`config.mk`:
```
export PLATFORM = sky130hd
export DESIGN_NAME = decodeStage
export DESIGN_NICKNAME = d
export VERILOG_FILES = /design/src/logic/isaPkg.sv /design/src/logic/pipePkg.sv /design/src/logic/branchResolve.sv /design/src/logic/controlDecode.sv /design/src/logic/decodeStage.sv /design/src/logic/immExtend.sv /design/src/logic/regFileBypass.sv
export VERILOG_INCLUDE_DIRS = /design/src /design/src/include
export SDC_FILE = /design/constraint.sdc
export NUM_CORES = 1
export LEC_CHECK = 0
export ABC_AREA = 1
export BUFFER_PORTS_ARGS = -buffer_cell sky130_fd_sc_hd__buf_4
export CAP_MARGIN = 20
export CORE_MARGIN = 5
export CORE_UTILIZATION = 45
export DETAILED_ROUTE_END_ITERATION = 8
export PLACE_DENSITY = 0.63
export REMOVE_ABC_BUFFERS = 1
export SYNTH_ARGS = -nofsm -noshare
export SYNTH_HDL_FRONTEND = slang
export SYNTH_HIERARCHICAL = 1
export SYNTH_SLANG_ARGS = --single-unit
```
`constraint.sdc`:
```
create_clock -name clk -period 4.68 [get_ports clk]
set_clock_uncertainty 0.05 [all_clocks]
set_input_delay 0.468 -clock clk [delete_from_list [all_inputs] [get_ports clk]]
set_output_delay 0.468 -clock clk [all_outputs]
set_load 0.03 [all_outputs]
```
`src/include/decodeStage_cfg.svh`:
```
`ifndef DECODE_STAGE_CFG_SVH
`define DECODE_STAGE_CFG_SVH

// Width of registers, PC and extended immediates
`define DATA_WIDTH 16

// General-purpose register file size
`define REG_COUNT 8

// Bits needed to address one register
`define REG_IDX_W 3

`endif

```
`src/logic/isaPkg.sv`:
```
`include "decodeStage_cfg.svh"

package isaPkg;

    // Major opcodes, instr[15:11]
    typedef enum logic [4:0] {
        OP_HALT  = 5'b00000,
        OP_NOP   = 5'b00001,
        OP_J     = 5'b00100,
        OP_JR    = 5'b00101,
        OP_JAL   = 5'b00110,
        OP_JALR  = 5'b00111,
        OP_ADDI  = 5'b01000,
        OP_SUBI  = 5'b01001,
        OP_XORI  = 5'b01010,
        OP_ANDNI = 5'b01011,
        OP_BEQZ  = 5'b01100,
        OP_BNEZ  = 5'b01101,
        OP_BLTZ  = 5'b01110,
        OP_BGEZ  = 5'b01111,
        OP_ST    = 5'b10000,
        OP_LD    = 5'b10001,
        OP_SLBI  = 5'b10010,
        OP_STU   = 5'b10011,
        OP_ROLI  = 5'b10100,
        OP_SLLI  = 5'b10101,
        OP_RORI  = 5'b10110,
        OP_SRLI  = 5'b10111,
        OP_LBI   = 5'b11000,
        OP_BTR   = 5'b11001,
        OP_SHFT  = 5'b11010,
        OP_ALU   = 5'b11011,
        OP_SEQ   = 5'b11100,
        OP_SLT   = 5'b11101,
        OP_SLE   = 5'b11110,
        OP_SCO   = 5'b11111
    } opcodeT;

    // Function field of the R-format arithmetic group
    localparam logic [1:0] FN_ADD  = 2'b00;
    localparam logic [1:0] FN_SUB  = 2'b01;
    localparam logic [1:0] FN_XOR  = 2'b10;
    localparam logic [1:0] FN_ANDN = 2'b11;

    // Function field of the R-format rotate and shift group
    localparam logic [1:0] FN_ROL = 2'b00;
    localparam logic [1:0] FN_SLL = 2'b01;
    localparam logic [1:0] FN_ROR = 2'b10;
    localparam logic [1:0] FN_SRL = 2'b11;

    typedef struct packed {
        opcodeT                opcode;
        logic [`REG_IDX_W-1:0] rs;
        logic [`REG_IDX_W-1:0] rt;
        logic [`REG_IDX_W-1:0] rd;
        logic [1:0]            func;
    } rFmtT;

    // Longer immediates overlay rs and rd of this view
    typedef struct packed {
        opcodeT                opcode;
        logic [`REG_IDX_W-1:0] rs;
        logic [`REG_IDX_W-1:0] rd;
        logic [4:0]            imm;
    } iFmtT;

    typedef union packed {
        rFmtT rFmt;
        iFmtT iFmt;
    } instrWordT;

endpackage

```
`src/logic/pipePkg.sv`:
```
`include "decodeStage_cfg.svh"

package pipePkg;

    // Compare ops use the seq and sl flags, rotates use ror for direction
    typedef enum logic [2:0] {
        ALU_ADD  = 3'b000,
        ALU_SUB  = 3'b001,
        ALU_XOR  = 3'b010,
        ALU_ANDN = 3'b011,
        ALU_ROT  = 3'b100,
        ALU_SHL  = 3'b101,
        ALU_SHR  = 3'b110,
        ALU_CMP  = 3'b111
    } aluOpT;

    // Branch control, bit 2 marks a branch and bits 1:0 pick the test
    localparam logic [2:0] BR_NONE = 3'b000;
    localparam logic [2:0] BR_EQZ  = 3'b100;
    localparam logic [2:0] BR_NEZ  = 3'b101;
    localparam logic [2:0] BR_LTZ  = 3'b110;
    localparam logic [2:0] BR_GEZ  = 3'b111;

    // Jump control as {jump, link, register target}
    localparam logic [2:0] JMP_NONE = 3'b000;
    localparam logic [2:0] JMP_J    = 3'b100;
    localparam logic [2:0] JMP_JR   = 3'b101;
    localparam logic [2:0] JMP_JAL  = 3'b110;
    localparam logic [2:0] JMP_JALR = 3'b111;

    typedef struct packed {
        aluOpT      aluOp;
        logic [2:0] jumpCtl;
        logic [2:0] branchCtl;
        logic       regWrite;
        logic       aluSrc;
        logic       btr;
        logic       memWrite;
        logic       memRead;
        logic       memToReg;
        logic       lbi;
        logic       slbi;
        logic       seq;
        logic       sl;
        logic       sco;
        logic       ror;
        logic       link;
        logic       halt;
        logic       illegal;
    } ctrlT;

    typedef struct packed {
        logic                   writes;
        logic [`REG_IDX_W-1:0]  rd;
        logic [`DATA_WIDTH-1:0] data;
    } fwdSrcT;

    typedef struct packed {
        logic                   en;
        logic [`REG_IDX_W-1:0]  sel;
        logic [`DATA_WIDTH-1:0] data;
    } wbPortT;

    typedef struct packed {
        ctrlT                   ctrl;
        logic [`REG_IDX_W-1:0]  rd;
        logic [`REG_IDX_W-1:0]  rs;
        logic [`REG_IDX_W-1:0]  rt;
        logic [`DATA_WIDTH-1:0] rsData;
        logic [`DATA_WIDTH-1:0] rtData;
        logic [`DATA_WIDTH-1:0] imm;
        logic [`DATA_WIDTH-1:0] pcInc;
    } dxBundleT;

endpackage

```
`src/logic/branchResolve.sv`:
```
`timescale 1ns/1ps
`include "decodeStage_cfg.svh"

module branchResolve
    import pipePkg::*;
(
    input  ctrlT                   ctrl,
    input  logic [`REG_IDX_W-1:0]  rs,
    input  logic [`DATA_WIDTH-1:0] rsData,
    input  fwdSrcT                 exFwd,
    input  fwdSrcT                 memFwd,
    input  logic [`DATA_WIDTH-1:0] pcInc,
    input  logic [`DATA_WIDTH-1:0] imm,
    output logic                   taken,
    output logic [`DATA_WIDTH-1:0] pcNew
);

    logic [`DATA_WIDTH-1:0] rsFwd;
    logic [`DATA_WIDTH-1:0] base;
    logic                   exHit;
    logic                   memHit;
    logic                   condMet;
    logic                   regJump;

    assign exHit  = exFwd.writes && (exFwd.rd == rs);
    assign memHit = memFwd.writes && (memFwd.rd == rs);

    // Youngest producer wins
    always_comb begin
        if (exHit) begin
            rsFwd = exFwd.data;
        end else if (memHit) begin
            rsFwd = memFwd.data;
        end else begin
            rsFwd = rsData;
        end
    end

    // Compare with zero
    always_comb begin
        unique case (ctrl.branchCtl)
            BR_EQZ:  condMet = (rsFwd == '0);
            BR_NEZ:  condMet = (rsFwd != '0);
            BR_LTZ:  condMet = rsFwd[`DATA_WIDTH-1];
            BR_GEZ:  condMet = !rsFwd[`DATA_WIDTH-1];
            default: condMet = 1'b0;
        endcase
    end

    assign regJump = ctrl.jumpCtl[2] && ctrl.jumpCtl[0];

    // jr and jalr are relative to rs, everything else to the next PC
    assign base  = regJump ? rsFwd : pcInc;
    assign pcNew = base + imm;

    assign taken = ctrl.jumpCtl[2] || condMet;

endmodule

```
`src/logic/controlDecode.sv`:
```
`timescale 1ns/1ps
`include "decodeStage_cfg.svh"

module controlDecode
    import isaPkg::*, pipePkg::*;
(
    input  instrWordT             instr,
    output ctrlT                  ctrl,
    output logic [`REG_IDX_W-1:0] rd
);

    logic isRFmt;
    logic isStu;

    always_comb begin
        ctrl           = '0;
        ctrl.aluOp     = ALU_ADD;
        ctrl.jumpCtl   = JMP_NONE;
        ctrl.branchCtl = BR_NONE;
        isRFmt         = 1'b0;
        isStu          = 1'b0;
        unique case (instr.rFmt.opcode)
            OP_HALT: ctrl.halt = 1'b1;
            OP_NOP: ;
            // Immediate ALU forms
            OP_ADDI, OP_SUBI, OP_XORI, OP_ANDNI,
            OP_ROLI, OP_SLLI, OP_RORI, OP_SRLI: begin
                ctrl.regWrite = 1'b1;
                ctrl.aluSrc   = 1'b1;
                unique case (instr.rFmt.opcode)
                    OP_SUBI:  ctrl.aluOp = ALU_SUB;
                    OP_XORI:  ctrl.aluOp = ALU_XOR;
                    OP_ANDNI: ctrl.aluOp = ALU_ANDN;
                    OP_ROLI:  ctrl.aluOp = ALU_ROT;
                    OP_SLLI:  ctrl.aluOp = ALU_SHL;
                    OP_SRLI:  ctrl.aluOp = ALU_SHR;
                    OP_RORI: begin
                        ctrl.aluOp = ALU_ROT;
                        ctrl.ror   = 1'b1;
                    end
                    default:  ctrl.aluOp = ALU_ADD;
                endcase
            end
            // Memory ops compute the address as rs plus imm
            OP_ST: begin
                ctrl.aluSrc   = 1'b1;
                ctrl.memWrite = 1'b1;
            end
            OP_STU: begin
                ctrl.aluSrc   = 1'b1;
                ctrl.memWrite = 1'b1;
                ctrl.regWrite = 1'b1;
                isStu         = 1'b1;
            end
            OP_LD: begin
                ctrl.aluSrc   = 1'b1;
                ctrl.memRead  = 1'b1;
                ctrl.memToReg = 1'b1;
                ctrl.regWrite = 1'b1;
            end
            OP_BTR: begin
                ctrl.btr      = 1'b1;
                ctrl.regWrite = 1'b1;
                isRFmt        = 1'b1;
            end
            OP_ALU, OP_SHFT: begin
                ctrl.regWrite = 1'b1;
                isRFmt        = 1'b1;
                if (instr.rFmt.opcode == OP_ALU) begin
                    unique case (instr.rFmt.func)
                        FN_ADD:  ctrl.aluOp = ALU_ADD;
                        FN_SUB:  ctrl.aluOp = ALU_SUB;
                        FN_XOR:  ctrl.aluOp = ALU_XOR;
                        FN_ANDN: ctrl.aluOp = ALU_ANDN;
                        default: ctrl.aluOp = ALU_ADD;
                    endcase
                end else begin
                    unique case (instr.rFmt.func)
                        FN_ROL:  ctrl.aluOp = ALU_ROT;
                        FN_SLL:  ctrl.aluOp = ALU_SHL;
                        FN_SRL:  ctrl.aluOp = ALU_SHR;
                        FN_ROR:  ctrl.aluOp = ALU_ROT;
                        default: ctrl.aluOp = ALU_ROT;
                    endcase
                    ctrl.ror = (instr.rFmt.func == FN_ROR);
                end
            end
            // Set-on-compare group, sle is the union of sl and seq
            OP_SEQ, OP_SLT, OP_SLE, OP_SCO: begin
                ctrl.regWrite = 1'b1;
                isRFmt        = 1'b1;
                ctrl.aluOp    = (instr.rFmt.opcode == OP_SCO) ? ALU_ADD : ALU_CMP;
                ctrl.seq      = (instr.rFmt.opcode == OP_SEQ) || (instr.rFmt.opcode == OP_SLE);
                ctrl.sl       = (instr.rFmt.opcode == OP_SLT) || (instr.rFmt.opcode == OP_SLE);
                ctrl.sco      = (instr.rFmt.opcode == OP_SCO);
            end
            OP_BEQZ: ctrl.branchCtl = BR_EQZ;
            OP_BNEZ: ctrl.branchCtl = BR_NEZ;
            OP_BLTZ: ctrl.branchCtl = BR_LTZ;
            OP_BGEZ: ctrl.branchCtl = BR_GEZ;
            OP_LBI: begin
                ctrl.lbi      = 1'b1;
                ctrl.regWrite = 1'b1;
            end
            OP_SLBI: begin
                ctrl.slbi     = 1'b1;
                ctrl.regWrite = 1'b1;
            end
            OP_J:  ctrl.jumpCtl = JMP_J;
            OP_JR: ctrl.jumpCtl = JMP_JR;
            OP_JAL, OP_JALR: begin
                ctrl.jumpCtl  = (instr.rFmt.opcode == OP_JAL) ? JMP_JAL : JMP_JALR;
                ctrl.link     = 1'b1;
                ctrl.regWrite = 1'b1;
            end
            default: ctrl.illegal = 1'b1;
        endcase
    end

    // Destination register choice
    always_comb begin
        if (isStu || ctrl.lbi || ctrl.slbi) begin
            rd = instr.iFmt.rs;
        end else if (ctrl.link) begin
            rd = `REG_IDX_W'(`REG_COUNT - 1);
        end else if (isRFmt) begin
            rd = instr.rFmt.rd;
        end else begin
            rd = instr.iFmt.rd;
        end
    end

endmodule

```
`src/logic/decodeStage.sv`:
```
`timescale 1ns/1ps
`include "decodeStage_cfg.svh"

module decodeStage
    import isaPkg::*, pipePkg::*;
(
    input  logic                   clk,
    input  logic                   reset,
    input  logic                   inValid,
    output logic                   inReady,
    input  instrWordT              instr,
    input  logic [`DATA_WIDTH-1:0] pcInc,
    input  wbPortT                 wb,
    input  fwdSrcT                 exFwd,
    input  fwdSrcT                 memFwd,
    output logic                   dxValid,
    input  logic                   dxReady,
    output dxBundleT               dx,
    output logic                   redirect,
    output logic [`DATA_WIDTH-1:0] pcNew
);

    ctrlT                   ctrl;
    logic [`REG_IDX_W-1:0]  rdSel;
    logic [`DATA_WIDTH-1:0] rsData;
    logic [`DATA_WIDTH-1:0] rtData;
    logic [`DATA_WIDTH-1:0] immVal;
    logic                   taken;
    logic                   accept;

    regFileBypass u_regFile (
        .clk     (clk),
        .reset   (reset),
        .rdSelA  (instr.rFmt.rs),
        .rdSelB  (instr.rFmt.rt),
        .rdDataA (rsData),
        .rdDataB (rtData),
        .wb      (wb)
    );

    controlDecode u_ctrl (
        .instr (instr),
        .ctrl  (ctrl),
        .rd    (rdSel)
    );

    immExtend u_imm (
        .instr (instr),
        .ctrl  (ctrl),
        .imm   (immVal)
    );

    branchResolve u_branch (
        .ctrl   (ctrl),
        .rs     (instr.rFmt.rs),
        .rsData (rsData),
        .exFwd  (exFwd),
        .memFwd (memFwd),
        .pcInc  (pcInc),
        .imm    (immVal),
        .taken  (taken),
        .pcNew  (pcNew)
    );

    // Output slot frees up in the same cycle it drains
    assign inReady  = !dxValid || dxReady;
    assign accept   = inValid && inReady;
    assign redirect = accept && taken;

    always_ff @(posedge clk) begin
        if (reset) begin
            dxValid <= 1'b0;
        end else if (inReady) begin
            dxValid <= inValid;
        end
    end

    // Decode-to-execute register
    always_ff @(posedge clk) begin
        if (accept) begin
            dx.ctrl   <= ctrl;
            dx.rd     <= rdSel;
            dx.rs     <= instr.rFmt.rs;
            dx.rt     <= instr.rFmt.rt;
            dx.rsData <= rsData;
            dx.rtData <= rtData;
            dx.imm    <= immVal;
            dx.pcInc  <= pcInc;
        end
    end

endmodule

```
`src/logic/immExtend.sv`:
```
`timescale 1ns/1ps
`include "decodeStage_cfg.svh"

module immExtend
    import isaPkg::*, pipePkg::*;
(
    input  instrWordT              instr,
    input  ctrlT                   ctrl,
    output logic [`DATA_WIDTH-1:0] imm
);

    logic [10:0] imm11;
    logic [7:0]  imm8;
    logic [4:0]  imm5;
    logic        useImm11;
    logic        useImm8;
    logic        zeroExt;

    assign imm11 = {instr.iFmt.rs, instr.iFmt.rd, instr.iFmt.imm};
    assign imm8  = {instr.iFmt.rd, instr.iFmt.imm};
    assign imm5  = instr.iFmt.imm;

    // Direct jumps carry 11 bits
    assign useImm11 = ctrl.jumpCtl[2] && !ctrl.jumpCtl[0];

    // Branches, byte loads and register jumps carry 8 bits
    assign useImm8 = ctrl.branchCtl[2] || ctrl.lbi || ctrl.slbi
                   || (ctrl.jumpCtl[2] && ctrl.jumpCtl[0]);

    // Logical immediates and the shifted byte are unsigned
    assign zeroExt = ctrl.slbi
                   || (instr.iFmt.opcode == OP_XORI)
                   || (instr.iFmt.opcode == OP_ANDNI);

    always_comb begin
        if (useImm11) begin
            imm = {{(`DATA_WIDTH - 11){imm11[10] & ~zeroExt}}, imm11};
        end else if (useImm8) begin
            imm = {{(`DATA_WIDTH - 8){imm8[7] & ~zeroExt}}, imm8};
        end else begin
            imm = {{(`DATA_WIDTH - 5){imm5[4] & ~zeroExt}}, imm5};
        end
    end

endmodule

```
`src/logic/regFileBypass.sv`:
```
`timescale 1ns/1ps
`include "decodeStage_cfg.svh"

module regFileBypass
    import pipePkg::*;
(
    input  logic                   clk,
    input  logic                   reset,
    input  logic [`REG_IDX_W-1:0]  rdSelA,
    input  logic [`REG_IDX_W-1:0]  rdSelB,
    output logic [`DATA_WIDTH-1:0] rdDataA,
    output logic [`DATA_WIDTH-1:0] rdDataB,
    input  wbPortT                 wb
);

    logic [`DATA_WIDTH-1:0] regs [`REG_COUNT];
    logic                   hitA;
    logic                   hitB;

    // Storage, written from the writeback port at the edge
    always_ff @(posedge clk) begin
        if (reset) begin
            for (int i = 0; i < `REG_COUNT; i++) begin
                regs[i] <= '0;
            end
        end else if (wb.en) begin
            regs[wb.sel] <= wb.data;
        end
    end

    // A write landing this cycle is seen by the reader right away
    assign hitA = wb.en && (wb.sel == rdSelA);
    assign hitB = wb.en && (wb.sel == rdSelB);

    always_comb begin
        if (hitA) begin
            rdDataA = wb.data;
        end else begin
            rdDataA = regs[rdSelA];
        end
    end

    always_comb begin
        if (hitB) begin
            rdDataB = wb.data;
        end else begin
            rdDataB = regs[rdSelB];
        end
    end

endmodule

```
* Word-level counts from Yosys, hierarchy flattened *
Memories as Yosys holds them, arrays and structs flattened.
Index checks and enable logic that the tools add are counted.

storage, ports and cells
  memories = 1
  logic and storage cells = 153
  output and inout bits = 116
  flip-flop bits (word level) = 98
  input port bits = 96
  memory bits (writable) = 128

memory list
  name            depth  width  rd ports  clocked after Yosys merged registers in  write ports  line                 source
  u_regFile.regs  8      16     2         0                                        8            regFileBypass.sv:16  logic [`DATA_WIDTH-1:0] regs [`REG_COUNT];

operators by class
  eq/ne operators = 40
  add/sub/neg operators = 1
  bitwise logic cells = 4
  multiplexer cells = 43
  reductions and logical operators = 38

operator list
  operator                                        number
  two-way mux 16 bit                              8
  == test 5 bit (second input constant)           16
  == test 5 x 4 -> 1 bit (second input constant)  8
  OR reduction 30 bit                             1
  one-hot mux 3 bit (3 select lines)              3
  one-hot mux 3 bit (4 select lines)              2
  OR reduction 21 bit                             1
  == test 5 x 3 -> 1 bit (second input constant)  4
  two-way mux 1 bit                               20
  two-way mux 3 bit                               6
  one-hot mux 3 bit (6 select lines)              1
  adder 16 bit                                    1
  zero test 16 bit                                1
  nonzero test 16 bit                             1
  OR reduction 16 bit                             1
  == test 3 bit                                   4
  == test 3 bit (second input constant)           4
  logical OR 1 bit                                11
  OR reduction 11 bit                             1
  OR reduction 2 bit                              5
  logical AND 1 bit                               8
  OR reduction 8 bit                              1
  OR reduction 7 bit                              1
  == test 5 x 1 -> 1 bit (second input constant)  1
  11 further kinds                                16

* Depth between registers and ports, before layout *
  word-level depth = 9
  depth in mapped cells = 23
  mapped depth without buffers = 21

* Hierarchy *
Netlist, hierarchy kept.

by module, submodules not included
  module         cells each  area an instance (µm²)  sequential area each (µm²)  times used
  regFileBypass  1,057       7,772.5                 3,843.7                     1
  decodeStage    106         2,971.6                 2,932.8                     1
  branchResolve  293         1,675.4                 0.0                         1
  controlDecode  123         565.5                   0.0                         1
  immExtend      48          269.0                   0.0                         1

* Worst setup path after synthesis *
Ideal clock, no wire load.

  kind = input -> output
  start = in instr[14] in the netlist's numbering
  end = out pcNew[12]
  slack = 0.667 ns
  arrival = 3.495 ns
  stages = 17
  required time = 4.162 ns
  path buffers = 2
  path through = buf_4 nor2_4 nand2_1 nor2_1 nand2_1 inv_1 clkbuf_1 a31oi_1 ha_1 fa_1 nand3_1 nand2_1 a21boi_1 o21ai_0 a31oi_1 o21ai_1 xor2_1

RTL lines
  what         line               source
  from (decl)  decodeStage.sv:11  input instrWordT instr,
  to (decl)    decodeStage.sv:20  output logic [`DATA_WIDTH-1:0] pcNew

* Worst setup path after layout *
  start = in instr[10] in the netlist's numbering
  end = out pcNew[12]

between the ends
  longest elaborated chain between the ends = 7
  elaborated cells between the ends (all ways) = 14
  classes of those cells = add/sub (1); eq/ne (3); mux (5); bitwise (1); reduce/logical (3); memory (1)

ends and longest elaborated chain
  what                                                         line                 source
  branches (longest 2 deep; another with memory (8 x 16 bit))  --
  two-way mux 16 bit (*)                                       regFileBypass.sv:36  if (hitA) begin
  via rsData[0]                                                decodeStage.sv:25    logic [`DATA_WIDTH-1:0] rsData;
  two-way mux 16 bit (*)                                       branchResolve.sv:32  end else if (memHit) begin
  two-way mux 16 bit (*)                                       branchResolve.sv:30  if (exHit) begin
  two-way mux 16 bit (*)                                       branchResolve.sv:53  assign base = regJump ? rsFwd : pcInc;
  adder 16 bit (*)                                             branchResolve.sv:54  assign pcNew = base + imm;

Mark *: on every way through the listed nets, which the timed path passes.

==> results by group <==
Power and ir drop
  • Register share of total power: 42.9%
  • Clock Power Share: 34.6%
  • Switching Power: around 1.7 mW
  • Power density over the cells: 358 mW/mm2
  • Total power consumption of the routed design: 5.67 mW
  • Int Pwr: 3.95 mW
  • Leakage dissipation: 7.56 nW
  • Comb power frac: 22.5%
  • Share of total power consumed by net switching: 30.3%
  • Peak supply drop: between 200 and 250 uV

Job
  • Number of max-cap violations: 0

Finish
  • Synth-to-Final Area Change: 19.8%
  • Cell area after layout: 0.0159 mm2
  • Number of fill cells: 2683
  • Nets: 1923
  • Utilization of the core after routing: 55.0%
  • Fraction of layout instances using a drive strength above 1: about a fifth
  • Ant diodes: 0

Logic synthesis
  • Part of the Yosys area used for sequential elements: 51.1%
  • Commonest cells in the netlist: 475 x nand2_1, 260 x nand3_1, 225 x edfxtp_1
  • Compound-Gate Fraction of Synth Area: 2.38%
  • EDFF count, synth: 225
  • Number of warnings printed during yosys synthesis: 6
  • Register bit count reported by yosys: about 230
  • Post-synthesis simple-gate area fraction: roughly 34%
  • Netlist area before placement: ~0.013 mm2
  • Syn Area/Cell: 8.15 um2
  • Largest area contributor in the netlist: edfxtp_1
  • Main flop type after synthesis: edfxtp_1
  • Synth Area in XOR/XNOR: 0.925%
  • Mux share of post-synthesis cell area: 0%
  • Top area cells in the synthesized netlist: edfxtp_1 51%, nand2_1 13%, nand3_1 9.8%
  • Synth unique cells: 42
  • Most instantiated library cell after synthesis: nand2_1
  • Adder-Cell Fraction of Synth Area: roughly 1.9%
  • Dominant combinational cell family by area after synthesis: simple AND/OR/NAND/NOR gates
  • Syn Inst Count: 1627
  • Share of the synthesized area in the top cell type: just over 50%
  • Async set-reset flop share out of synthesis: 0%

Timing
  • Minimum period implied by the final worst setup slack: 4410 ps
  • Top achievable clock speed: roughly 0.23 GHz
  • Final setup violating endpoints: 0
  • Post-route fraction of the period consumed by the critical path: 94.2%
  • Max Slew Vio Count: 0
  • Final worst setup slack: 271 ps
  • Slew at the pin closest to its max-slew limit: 1090 ps
  • Setup TNS Final: 0 ps
  • Final Hold Fails: 0
  • Worst slew slack as a fraction of its limit: 27.1%
  • RSZ-0062 raised after global routing: no

CTS
  • CTS tree: yes
  • Count of H-tree levels built during CTS: 1
  • Setup fix buffers added after clock tree synthesis: 0
  • Count of hold buffers inserted by post-cts repair: 0
  • Clock tree sinks: 226
  • CTS buffer count: 27
  • Clock insertion delay at the later pin of the skew report: 530 ps
  • Clock tree root buffer cell: clkbuf_16
  • Maximum clock path buffer count: 3
  • Clock-pin slew reported for the worst setup and hold paths after clock tree synthesis: roughly 50 ps
  • CTS resizes: 0

GRT
  • Maximum number of pins on one net before global-route repair: around 70
  • All-Layer GR Usage: 25.7%
  • Wire length of the first global-routing pass: 66500 um
  • Number of global-route vias before repair: 11391
  • Initial antenna violation count: 0
  • Overflow left after global routing: 0

Critical path
  • R2r worst-path depth: 4
  • Critical-path cell with the highest stage delay: fa_1
  • Required time reported for the critical path endpoint: 4160 ps
  • Cell repeated most along the worst path: nand2_1
  • Worst flop-to-flop path startpoint: dxValid
  • Delay of the slowest cell on the worst path: 410 ps
  • Classification of the worst setup path: in -> out
  • Setup crit start: instr[10]
  • Kind of end point of the critical path: output pin
  • Slack of the worst reg-to-reg path: 2580 ps
  • Worst setup endpoint: pcNew[12]
  • FF-to-FF End: dx[44]
  • Biggest fanout along the worst timing path: 17
  • Critical Path Start Type: input pin
  • Cell-by-cell trace of the critical path: buf_4 -> nand2_1 -> nand2_1 -> nor2_4 -> nand2_4 -> inv_6 -> nand2_1 -> nand2_1 -> inv_1 -> nand2_1 -> nand3_2 -> a31oi_1 -> ha_1 -> fa_1 -> nand3_1 -> nand2_1 -> a21boi_1 -> o21ai_0 -> a31oi_1 -> o21ai_1 -> xor2_1 -> buf_4
  • Worst Path Arrival: 3890 ps

Drt
  • Via count of the routed design: 11966
  • Length of the first detailed-routing pass in iterations: 6
  • Number of antenna-violating nets in the routed design: 0
  • Total DRC errors in the routed layout: 0
  • Wire length per cell after detailed routing: roughly 20 um
  • Number of DRC markers after the initial detailed-route iteration: 1743
  • Average via count per standard cell: 5.41
  • Final wirelength: 44400 um

Floorplan
  • Initial Util: 45.9%
  • Placement row count: 62
  • Die H: ~180 um
  • Number of I/O pins: 212
  • Horizontal die dimension: 182 um
  • Die Outline Area: roughly 0.033 mm2
  • Core box area: 0.0289 mm2

Place
  • Post-Place Setup Slack: around 360 ps
  • Final weighted congestion in routability-driven placement: roughly 0.9
  • Count of port buffers added during placement: 211
  • Detailed placement HPWL: 30100 um
  • Area after DPL: 0.0150 mm2

Min path
  • Min-Delay Path Class: in -> reg

Status
  • Outcome: finished clean
==> per-stage QoR <==
step / hold slack, ps / cells
2_1_floorplan: 487 / 1546
3_3_place_gp: 443 / 2161
3_5_place_dp: 455 / 2162
4_1_cts: 64.8 / 2209
5_1_grt: 65.0 / 2210
6_report: 76.3 / 2210
==> final cells by class <==
class	count	area [um2]	area share [%]
clock buffers	32	694	4.37
clock inverters	15	123	0.773
inverters	224	856	5.39
multi-input cells	1096	5150	32.5
flip-flops and latches	226	6780	42.7
well taps	384	480	3.03
repair buffers	233	1790	11.3
==> worst min path at each step <==
stage          startpoint      end  slack (ps)  cells past startpoint
5_1_grt          pcInc[2]    dx[2]          70                      1
4_1_cts          pcInc[6]    dx[6]          60                      1
2_1_floorplan       reset  dxValid         490                      1
6_report         pcInc[5]    dx[5]          80                      1
3_3_place_gp      dxValid  dxValid         440                      2
3_5_place_dp      dxValid  dxValid         460                      2
==> state kept, by name, indices dropped and copies added (netlist names) <==
register and cells:
u_regFile/regs 128, dx 97, dxValid 1
==> layout by cell type, fill, tap and decap left out, types with 7 or more instances in the layout <==
master and count:
ha_1 18, nand2_2 21, nor3_1 7, inv_1 204, nand2_1 475, nor2_1 189, nand3_1 260, edfxtp_1 225
nand3b_1 13, clkbuf_16 27, nor2_2 13, buf_4 230, inv_2 15, o21ai_0 10, a31oi_1 18, nand3_2 9
clkinv_2 7, xor2_1 10, a21oi_1 16
==> routing by layer <==
metal  vias to the layer above  global-route usage, %  part of all wire (%)  wire [um]
met5                         -                      0                     0          0
met4                         0                   6.48                   2.7       1180
met3                        88                   4.66                    11       4770
met2                       761                   42.5                    46      20500
met1                      5514                   35.2                    40      17900
li1                       5603                      -                     -          -
==> cell families after synthesis <==
kind of cell             count (synthesis)
AND/OR/NAND/NOR                       1009
flip-flops                             226
buffers and inverters                  305
AO/OA/AOI/OAI                           54
adder cells (fa/ha/maj)                 19
XOR/XNOR                                14
==> power groups by stage <==
stage	logic, mW	registers (mW)	clock network [mW]
floorplan	0.612	2.60	0
global placement	1.25	2.47	0
detailed placement	1.26	2.47	0
CTS	1.27	2.43	1.99
global route	1.37	2.44	2.09
finish	1.28	2.43	1.97
==> critical path: cells and delay by family <==
family | cells | cell delay (ps)
buffers and inverters | 4 | 650
adder cells (fa/ha/maj) | 2 | 630
XOR/XNOR | 1 | 140
AO/OA/AOI/OAI | 5 | 990
AND/OR/NAND/NOR | 10 | 960
No activity file was read; power rests on OpenSTA's default activity.
